$ cat config.mk
export PLATFORM = sky130hd
export DESIGN_NAME = mbist_top
export DESIGN_NICKNAME = d
export VERILOG_FILES = /design/src/logic/mbist_pkg.sv /design/src/logic/mbist_addr_gen.sv /design/src/logic/mbist_ctrl.sv /design/src/logic/mbist_data_cmp.sv /design/src/logic/mbist_repair_addr.sv /design/src/logic/mbist_top.sv
export SDC_FILE = /design/constraint.sdc
export NUM_CORES = 1
export LEC_CHECK = 0
export ABC_AREA = 1
export ABC_CLOCK_PERIOD_IN_PS = 4100
export BUFFER_PORTS_ARGS = -buffer_cell sky130_fd_sc_hd__buf_2
export CORE_MARGIN = 3
export CORE_UTILIZATION = 59
export DETAILED_ROUTE_END_ITERATION = 12
export MAX_ROUTING_LAYER = met4
export PLACE_DENSITY = 0.79
export REMOVE_ABC_BUFFERS = 1
export SETUP_SLACK_MARGIN = 0.15
export SYNTH_ARGS = -nofsm -noshare
export SYNTH_HDL_FRONTEND = slang
export SYNTH_HIERARCHICAL = 1
export SYNTH_SLANG_ARGS = --single-unit
$ cat constraint.sdc
create_clock -name clk -period 4.1 [get_ports clk]
set_clock_uncertainty 0.05 [all_clocks]
set_input_delay 1.025 -clock clk [delete_from_list [all_inputs] [get_ports clk]]
set_output_delay 1.025 -clock clk [all_outputs]
set_load 0.05 [all_outputs]
$ cat src/logic/mbist_pkg.sv
////////////////////
// MBIST shared types
// Widths, address and data vectors, March and FSM enums,
// memory request and failure report structs
////////////////////
`default_nettype none

package mbist_pkg;

  // Physical SRAM geometry
  localparam int MBIST_ADDR_WD = 9;
  localparam int MBIST_DATA_WD = 32;

  // One scan-out slot per repair entry
  localparam int MBIST_SLOT_WD = 16;

  typedef logic [MBIST_ADDR_WD-1:0] addr_t;
  typedef logic [MBIST_DATA_WD-1:0] data_t;

  // March elements in run order
  typedef enum logic [1:0] {
    W0_UP   = 2'd0,
    R0W1_UP = 2'd1,
    R1W0_DN = 2'd2,
    R0_DN   = 2'd3
  } march_elem_e;

  // Sequencer states
  typedef enum logic [1:0] {
    IDLE  = 2'd0,
    RUN   = 2'd1,
    DRAIN = 2'd2,
    DONE  = 2'd3
  } ctrl_state_e;

  // One SRAM access, read when we is low
  typedef struct packed {
    logic  cs;
    logic  we;
    addr_t addr;
    data_t wdata;
  } mem_req_t;

  // One failing logical address
  typedef struct packed {
    logic  valid;
    addr_t addr;
  } err_rpt_t;

endpackage

`default_nettype wire

$ cat src/logic/mbist_addr_gen.sv
////////////////////
// MBIST address counter
// Up or down count over the main range with end detection
////////////////////
`timescale 1ns/1ps
`default_nettype none

module mbist_addr_gen
  import mbist_pkg::*;
#(
  parameter int ADDR_END = 2**MBIST_ADDR_WD - 5
) (
  input  wire logic clk,
  input  wire logic rst_n,
  input  wire logic load_up,
  input  wire logic load_dn,
  input  wire logic step,
  output addr_t     addr,
  output logic      last
);

  localparam addr_t END_ADDR = addr_t'(ADDR_END);

  // Direction of the most recent load
  logic dir_dn;

  always_ff @(posedge clk or negedge rst_n) begin
    if (!rst_n) begin
      addr   <= '0;
      dir_dn <= 1'b0;
    end else if (load_up) begin
      addr   <= '0;
      dir_dn <= 1'b0;
    end else if (load_dn) begin
      addr   <= END_ADDR;
      dir_dn <= 1'b1;
    end else if (step) begin
      addr <= dir_dn ? addr - 1'b1 : addr + 1'b1;
    end
  end

  // End of range in the current direction
  assign last = dir_dn ? (addr == '0) : (addr == END_ADDR);

endmodule

`default_nettype wire

$ cat src/logic/mbist_ctrl.sv
////////////////////
// MBIST March sequencer
// Steps through W0 up, R0W1 up, R1W0 down, R0 down
// and drives the SRAM request and expected read data
////////////////////
`timescale 1ns/1ps
`default_nettype none

module mbist_ctrl
  import mbist_pkg::*;
(
  input  wire logic     clk,
  input  wire logic     rst_n,
  input  wire logic     start,
  input  wire addr_t    addr,
  input  wire logic     last,
  output logic          load_up,
  output logic          load_dn,
  output logic          step,
  output mem_req_t      req,
  output logic          rd_issue,
  output data_t         exp_data,
  output logic          busy,
  output logic          done
);

  ctrl_state_e state;
  march_elem_e elem;
  // Low for the read, high for the write of a read-write element
  logic        phase;
  logic        drain_cnt;

  logic        run;
  logic        single_op;
  logic        op_done;
  logic        elem_end;
  logic        launch;
  logic        wr_op;

  ////////////////////
  // Decode
  ////////////////////
  assign run       = (state == RUN);
  assign single_op = (elem == W0_UP) || (elem == R0_DN);
  // Last operation on the current address
  assign op_done   = single_op || phase;
  assign elem_end  = run && op_done && last;
  assign launch    = start && ((state == IDLE) || (state == DONE));

  // Address counter control, loads win over step
  assign step    = run && op_done && !last;
  assign load_up = launch || (elem_end && (elem == W0_UP));
  assign load_dn = elem_end && ((elem == R0W1_UP) || (elem == R1W0_DN));

  // Writes in W0 and in the second half of read-write elements
  assign wr_op = run && ((elem == W0_UP) || (!single_op && phase));

  always_comb begin
    req.cs    = run;
    req.we    = wr_op;
    req.addr  = addr;
    // Background of ones only written in R0W1
    req.wdata = (elem == R0W1_UP) ? '1 : '0;
  end

  assign rd_issue = run && !wr_op;
  // Only R1W0 expects ones
  assign exp_data = (elem == R1W0_DN) ? '1 : '0;

  assign busy = run || (state == DRAIN);
  assign done = (state == DONE);

  ////////////////////
  // State machine
  ////////////////////
  always_ff @(posedge clk or negedge rst_n) begin
    if (!rst_n) begin
      state     <= IDLE;
      elem      <= W0_UP;
      phase     <= 1'b0;
      drain_cnt <= 1'b0;
    end else begin
      case (state)
        IDLE, DONE: begin
          if (launch) begin
            state <= RUN;
            elem  <= W0_UP;
            phase <= 1'b0;
          end
        end
        RUN: begin
          // Alternate read and write in R0W1 and R1W0
          if (!single_op) begin
            phase <= !phase;
          end
          if (elem_end) begin
            case (elem)
              W0_UP:   elem <= R0W1_UP;
              R0W1_UP: elem <= R1W0_DN;
              R1W0_DN: elem <= R0_DN;
              default: begin
                state     <= DRAIN;
                drain_cnt <= 1'b0;
              end
            endcase
          end
        end
        DRAIN: begin
          // Two cycles let the last report reach the table
          drain_cnt <= 1'b1;
          if (drain_cnt) begin
            state <= DONE;
          end
        end
        default: state <= IDLE;
      endcase
    end
  end

endmodule

`default_nettype wire

$ cat src/logic/mbist_data_cmp.sv
////////////////////
// MBIST read comparator
// Delays expected data by the read latency
// and reports the logical address on a mismatch
////////////////////
`timescale 1ns/1ps
`default_nettype none

module mbist_data_cmp
  import mbist_pkg::*;
(
  input  wire logic  clk,
  input  wire logic  rst_n,
  input  wire logic  rd_issue,
  input  wire data_t exp_data,
  input  wire addr_t addr,
  input  wire data_t rdata,
  output err_rpt_t   err_rpt
);

  // Read issued last cycle, data on rdata now
  logic  rd_q;
  data_t exp_q;
  addr_t addr_q;

  logic  err_valid;
  addr_t err_addr;
  logic  mismatch;

  always_ff @(posedge clk or negedge rst_n) begin
    if (!rst_n) begin
      rd_q <= 1'b0;
    end else begin
      rd_q <= rd_issue;
    end
  end

  always_ff @(posedge clk) begin
    exp_q  <= exp_data;
    addr_q <= addr;
  end

  assign mismatch = rd_q && (rdata != exp_q);

  // Report registered one cycle after the data
  always_ff @(posedge clk or negedge rst_n) begin
    if (!rst_n) begin
      err_valid <= 1'b0;
    end else begin
      err_valid <= mismatch;
    end
  end

  always_ff @(posedge clk) begin
    if (mismatch) begin
      err_addr <= addr_q;
    end
  end

  assign err_rpt = '{valid: err_valid, addr: err_addr};

endmodule

`default_nettype wire

$ cat src/logic/mbist_repair_addr.sv
////////////////////
// MBIST address repair
// Records failing addresses, remaps them onto spare rows
// and shifts the table out in 16-bit slots
////////////////////
`timescale 1ns/1ps
`default_nettype none

module mbist_repair_addr
  import mbist_pkg::*;
#(
  parameter int ERR_LIMIT = 4,
  parameter int ADDR_END  = 2**MBIST_ADDR_WD - ERR_LIMIT - 1
) (
  input  wire logic     clk,
  input  wire logic     rst_n,
  input  wire err_rpt_t err_rpt,
  input  wire addr_t    addr_in,
  output addr_t         addr_out,
  output logic          repair_fail,
  input  wire logic     scan_shift,
  input  wire logic     sdi,
  output logic          sdo
);

  // Spare rows sit just above the main range
  localparam int REPAIR_START = ADDR_END + 1;
  localparam int ERR_CNT_WD   = $clog2(ERR_LIMIT + 1);
  localparam int SCAN_BITS    = ERR_LIMIT * MBIST_SLOT_WD;
  localparam int SHIFT_CNT_WD = $clog2(SCAN_BITS + 1);
  localparam int SLOT_BITS    = $clog2(MBIST_SLOT_WD);
  localparam int PAD_WD       = MBIST_SLOT_WD - MBIST_ADDR_WD;

  logic [ERR_CNT_WD-1:0]    err_cnt;
  addr_t                    tbl [ERR_LIMIT];

  logic [SHIFT_CNT_WD-1:0]  shift_cnt;
  logic [MBIST_SLOT_WD-1:0] shift_reg;
  logic [SHIFT_CNT_WD-SLOT_BITS-1:0] next_slot;
  addr_t                    next_entry;

  ////////////////////
  // Table fill
  ////////////////////
  always_ff @(posedge clk or negedge rst_n) begin
    if (!rst_n) begin
      err_cnt     <= '0;
      repair_fail <= 1'b0;
      for (int i = 0; i < ERR_LIMIT; i++) begin
        tbl[i] <= '0;
      end
    end else if (err_rpt.valid) begin
      if (err_cnt < ERR_LIMIT) begin
        err_cnt <= err_cnt + 1'b1;
        for (int i = 0; i < ERR_LIMIT; i++) begin
          if (i == err_cnt) begin
            tbl[i] <= err_rpt.addr;
          end
        end
      end else begin
        // Out of spares, sticky until reset
        repair_fail <= 1'b1;
      end
    end
  end

  // Remap, lowest matching entry wins
  always_comb begin
    addr_out = addr_in;
    for (int i = ERR_LIMIT - 1; i >= 0; i--) begin
      if ((i < err_cnt) && (addr_in == tbl[i])) begin
        addr_out = addr_t'(REPAIR_START + i);
      end
    end
  end

  ////////////////////
  // Scan-out
  ////////////////////
  assign next_slot = shift_cnt[SHIFT_CNT_WD-1:SLOT_BITS] + 1'b1;

  // Entry for the slot after the current one
  always_comb begin
    next_entry = '0;
    for (int i = 0; i < ERR_LIMIT; i++) begin
      if (i == next_slot) begin
        next_entry = tbl[i];
      end
    end
  end

  always_ff @(posedge clk or negedge rst_n) begin
    if (!rst_n) begin
      shift_cnt <= '0;
      shift_reg <= '0;
    end else if (!scan_shift) begin
      // Park on entry 0
      shift_cnt <= '0;
      shift_reg <= {{PAD_WD{1'b0}}, tbl[0]};
    end else if (shift_cnt < SCAN_BITS) begin
      shift_cnt <= shift_cnt + 1'b1;
      if ((&shift_cnt[SLOT_BITS-1:0]) && (next_slot < ERR_LIMIT)) begin
        shift_reg <= {{PAD_WD{1'b0}}, next_entry};
      end else begin
        shift_reg <= {sdi, shift_reg[MBIST_SLOT_WD-1:1]};
      end
    end
  end

  // LSB first
  assign sdo = shift_reg[0];

endmodule

`default_nettype wire

$ cat src/logic/mbist_top.sv
////////////////////
// MBIST subsystem top
// March controller, comparator, repair table
// and the BIST or functional request mux
////////////////////
`timescale 1ns/1ps
`default_nettype none

module mbist_top
  import mbist_pkg::*;
#(
  parameter int ERR_LIMIT = 4,
  parameter int ADDR_END  = 2**MBIST_ADDR_WD - ERR_LIMIT - 1
) (
  input  wire logic     clk,
  input  wire logic     rst_n,
  input  wire logic     start,
  output logic          busy,
  output logic          done,
  output logic          repair_fail,
  input  wire mem_req_t func_req,
  output mem_req_t      mem_req,
  input  wire data_t    mem_rdata,
  input  wire logic     scan_shift,
  input  wire logic     sdi,
  output logic          sdo
);

  logic     load_up;
  logic     load_dn;
  logic     step;
  logic     last;
  addr_t    bist_addr;
  mem_req_t bist_req;
  logic     rd_issue;
  data_t    exp_data;
  err_rpt_t err_rpt;
  mem_req_t src_req;
  addr_t    phys_addr;

  mbist_ctrl u_ctrl (
    .clk      (clk),
    .rst_n    (rst_n),
    .start    (start),
    .addr     (bist_addr),
    .last     (last),
    .load_up  (load_up),
    .load_dn  (load_dn),
    .step     (step),
    .req      (bist_req),
    .rd_issue (rd_issue),
    .exp_data (exp_data),
    .busy     (busy),
    .done     (done)
  );

  mbist_addr_gen #(.ADDR_END(ADDR_END)) u_addr_gen (
    .clk     (clk),
    .rst_n   (rst_n),
    .load_up (load_up),
    .load_dn (load_dn),
    .step    (step),
    .addr    (bist_addr),
    .last    (last)
  );

  // Reports carry the logical address
  mbist_data_cmp u_data_cmp (
    .clk      (clk),
    .rst_n    (rst_n),
    .rd_issue (rd_issue),
    .exp_data (exp_data),
    .addr     (bist_addr),
    .rdata    (mem_rdata),
    .err_rpt  (err_rpt)
  );

  mbist_repair_addr #(
    .ERR_LIMIT (ERR_LIMIT),
    .ADDR_END  (ADDR_END)
  ) u_repair (
    .clk         (clk),
    .rst_n       (rst_n),
    .err_rpt     (err_rpt),
    .addr_in     (src_req.addr),
    .addr_out    (phys_addr),
    .repair_fail (repair_fail),
    .scan_shift  (scan_shift),
    .sdi         (sdi),
    .sdo         (sdo)
  );

  // BIST owns the port while busy
  assign src_req = busy ? bist_req : func_req;

  // Same-cycle remap on both paths
  always_comb begin
    mem_req      = src_req;
    mem_req.addr = phys_addr;
  end

endmodule

`default_nettype wire

==> impl_metrics.env <==
export IMPL_async_flop_share_pct=61.83
export IMPL_finalCriticalPeriod_ps=3804
export IMPL_r2r_start="u_addr_gen/dir_dn"
export IMPL_regArea_mm2=0.003118
export IMPL_ant_nets=0
export IMPL_syn_area_mm2=0.008182
export IMPL_clock_sinks=131
export IMPL_dp_hpwl_mm=12.67
export IMPL_r2r_slack_ps=1190
export IMPL_leakage_uw=0.004806
export IMPL_post_place_ws_ps=311.3
export IMPL_cp_end_kind="output port"
export IMPL_finalHoldViolCount=0
export IMPL_fillers=1106
export IMPL_grt_pass1_vias=6031
export IMPL_synth_edff_count=9
export IMPL_ys_flop_type="dfrtp_1"
export IMPL_maxSlewViolCount=0
export IMPL_cts_made_buffers=17
export IMPL_met3_usage_pct=5.041
export IMPL_ios=127
export IMPL_syn_area_per_cell_um2=7.096
export IMPL_muxShareOfSynthArea_pct=0
export IMPL_synth_top_area_share_pct=24.77
export IMPL_holdBufCountCts=0
export IMPL_clkPwrFrac_pct=18.7
export IMPL_largest_reg_flops=36
export IMPL_htreeDepth=4
export IMPL_power_density_mw_per_mm2=913.9
export IMPL_avgRoutedWirePerCell_um=12.95
export IMPL_ys_seq_area_share_pct=38.11
export IMPL_synth_warnings=6
export IMPL_timing_hold_ws_ps=352.0
export IMPL_grt_usage_pct=24.10
export IMPL_r2r_end="u_addr_gen/addr[0]"
export IMPL_cpMostUsedCell="inv_8"
export IMPL_synth_xor_area_share_pct=1.713
export IMPL_path_cells="inv_1, ha_4, inv_8, inv_8, nand2_1, nand2_2, or2_2, a21oi_2, nand3b_1, nor2_2, nor2_4, buf_4, nand3_2, buf_6"
export IMPL_tns_ps=0
export IMPL_rsz0062_at_grt="false"
export IMPL_fp_coreArea_mm2=0.01340
export IMPL_critPathKind="reg -> out"
export IMPL_die_w_um=123.8
export IMPL_relSlewSlack_pct=32.08
export IMPL_die_area_mm2=0.01532
export IMPL_netSwitchingFraction_pct=50.77
export IMPL_area_delta_synth_final_pct=8.533
export IMPL_max_slew_worst_pin_slew_ps=1019
export IMPL_drt_wl_total_mm=17.67
export IMPL_place_congestion=0.9212
export IMPL_setup_violations=0
export IMPL_dpl_instance_area_mm2=0.008077
export IMPL_p_switching_uw=4120
export IMPL_start_kind="flop"
export IMPL_antenna_found_initial=0
export IMPL_ff2ff_path_depth=12
export IMPL_cts_root_buffer="clkbuf_16"
export IMPL_max_freq_mhz=262.9
export IMPL_max_stage_delay_ps=410
export IMPL_die_h_um=123.8
export IMPL_hold_start="u_data_cmp/addr_q[3]"
export IMPL_start_util_pct=61.06
export IMPL_cp_slowest_cell="dfrtp_1"
export IMPL_multi_input_area_mm2=0.003571
export IMPL_irDropWorstVdd_mv=1.177
export IMPL_fin_crit_sh_pct=92.78
export IMPL_drcViolationCount=0
export IMPL_worst_slack_ps=295.8
export IMPL_crit_required_ps=3020
export IMPL_cp_max_fo=12
export IMPL_combinationalPowerShare_pct=56.0
export IMPL_avgViaCountPerCell=5.004
export IMPL_synth_area_leaders="dfrtp_1, nand2_1, buf_4"
export IMPL_met2_usage_pct=37.55
export IMPL_rows=42
export IMPL_clockBufferDepth=2
export IMPL_grtUsageMet1_pct=31.46
export IMPL_diodes=0
export IMPL_cts_tree="yes"
export IMPL_synth_commonest_cells="nand2_1, inv_1, buf_4"
export IMPL_ys_seq_elements=131
export IMPL_synth_fa_ha_area_share_pct=3.303
export IMPL_synth_top_family_by_area="simple AND/OR/NAND/NOR gates"
export IMPL_firstDrtPassIters=8
export IMPL_drt_iter0_drc=400
export IMPL_grt_start_max_net_pins=82
export IMPL_overflow=0
export IMPL_port_buffer_count=126
export IMPL_clk_pin_slew_worst_paths_ps=60
export IMPL_finalNetCount=1276
export IMPL_yosysUniqueCellTypes=49
export IMPL_seqPwrFrac_pct=25.3
export IMPL_synth_compound_gate_area_share_pct=9.191
export IMPL_hold_depth=0
export IMPL_design_area_mm2=0.008880
export IMPL_grt_pass1_wl_mm=28.44
export IMPL_grt_most_used_layer="met2"
export IMPL_status="completed"
export IMPL_yosysMostFrequentCell="nand2_1"
export IMPL_clk_latency_ps=420
export IMPL_hold_path_end="u_data_cmp/err_addr[3]"
export IMPL_synth_largest_area_cell="dfrtp_1"
export IMPL_p_int_uw=3995
export IMPL_drv_cap=0
export IMPL_crit_arrival_ps=2730
export IMPL_drive_above_1_share_pct=18.43
export IMPL_min_path_type="reg -> reg"
export IMPL_syn_inst=1153
export IMPL_report_power_total_uw=8115
export IMPL_synth_simple_area_share_pct=28.11
export IMPL_route_vias_total=6826
## per-layer routing
| metal | up-vias | part of all wire, % |
|---|---|---|
| met2 | 178 | 50 |
| met3 | 26 | 5.0 |
| li1 | 3495 | - |
| met4 | 0 | 1.6 |
| met5 | - | 0 |
| met1 | 3127 | 44 |
## power by group through the flow
stage	sequential, uW	clock (uW)	combinational (uW)
6_report	2050	1520	4540
5_1_grt	2100	1600	4980
3_5_place_dp	2060	0	4210
2_1_floorplan	1980	0	3270
4_1_cts	2040	1530	4340
3_3_place_gp	2050	0	4160
## layout make-up
class,instances,area share (%)
Multi-Input combinational cell,728,40.21
Sequential cell,131,35.11
Timing Repair Buffer,135,8.482
Inverter,162,7.017
Clock buffer,19,4.875
Tap cell,176,2.480
Clock inverter,13,1.818
## worst max-delay path by stage
stage / from / endpoint / slack [ps]
floorplan: u_ctrl/state[0] / mem_req[32] / -60
global placement: func_req[40] / mem_req[38] / 340
detailed placement: u_ctrl/state[0] / mem_req[33] / 310
CTS: u_ctrl/state[0] / mem_req[36] / 150
global route: u_ctrl/state[0] / mem_req[33] / 130
finish: u_ctrl/state[0] / mem_req[34] / 300
## cells by family after synthesis
group | Yosys count
XOR/XNOR | 16
buffers and inverters | 294
AO/OA/AOI/OAI | 131
flip-flops | 131
adder cells (fa/ha/maj) | 21
AND/OR/NAND/NOR | 560
## stage by stage
stage	cells	utilization, %
3_5_place_dp	1327	60.27
6_report	1364	66.27
4_1_cts	1361	65.07
5_1_grt	1364	66.27
3_3_place_gp	1327	60.27
2_1_floorplan	1021	-
## critical path, delay by kind of cell (launching register included)
family	cells	cell delay, ps
DFF	1	410
buffers and inverters	5	610
AOI/OAI and AO/OA	1	200
and+or+nand+nor	7	860
adders and majority gates	1	240
## placed cells by master, fill, tap and decap left out, types with 10 or more instances in the layout
| cell | synthesis | final |
|---|---|---|
| nand2_1 | 393 | 385 |
| inv_1 | 153 | 153 |
| buf_2 | 2 | 116 |
| nor2_1 | 92 | 87 |
| dfrtp_1 | 81 | 81 |
| o21ai_0 | 51 | 51 |
| dfxtp_1 | 41 | 41 |
| a21oi_1 | 38 | 37 |
| nand3_1 | 38 | 31 |
| ha_1 | 20 | 19 |
| clkbuf_16 | 0 | 17 |
| nand3_2 | 7 | 14 |
| o22ai_1 | 12 | 12 |
| buf_4 | 113 | 11 |
| nand2_2 | 5 | 10 |
## what timing repair did
| item | 4_1_cts | 5_1_grt |
|---|---|---|
| buffers inserted | 2 | 3 |
| gates resized for setup | 12 | 37 |
| endpoints found under the setup margin | 9 | 9 |
| pin swaps | 0 | 2 |
No activity file was read; power rests on OpenSTA's default activity.
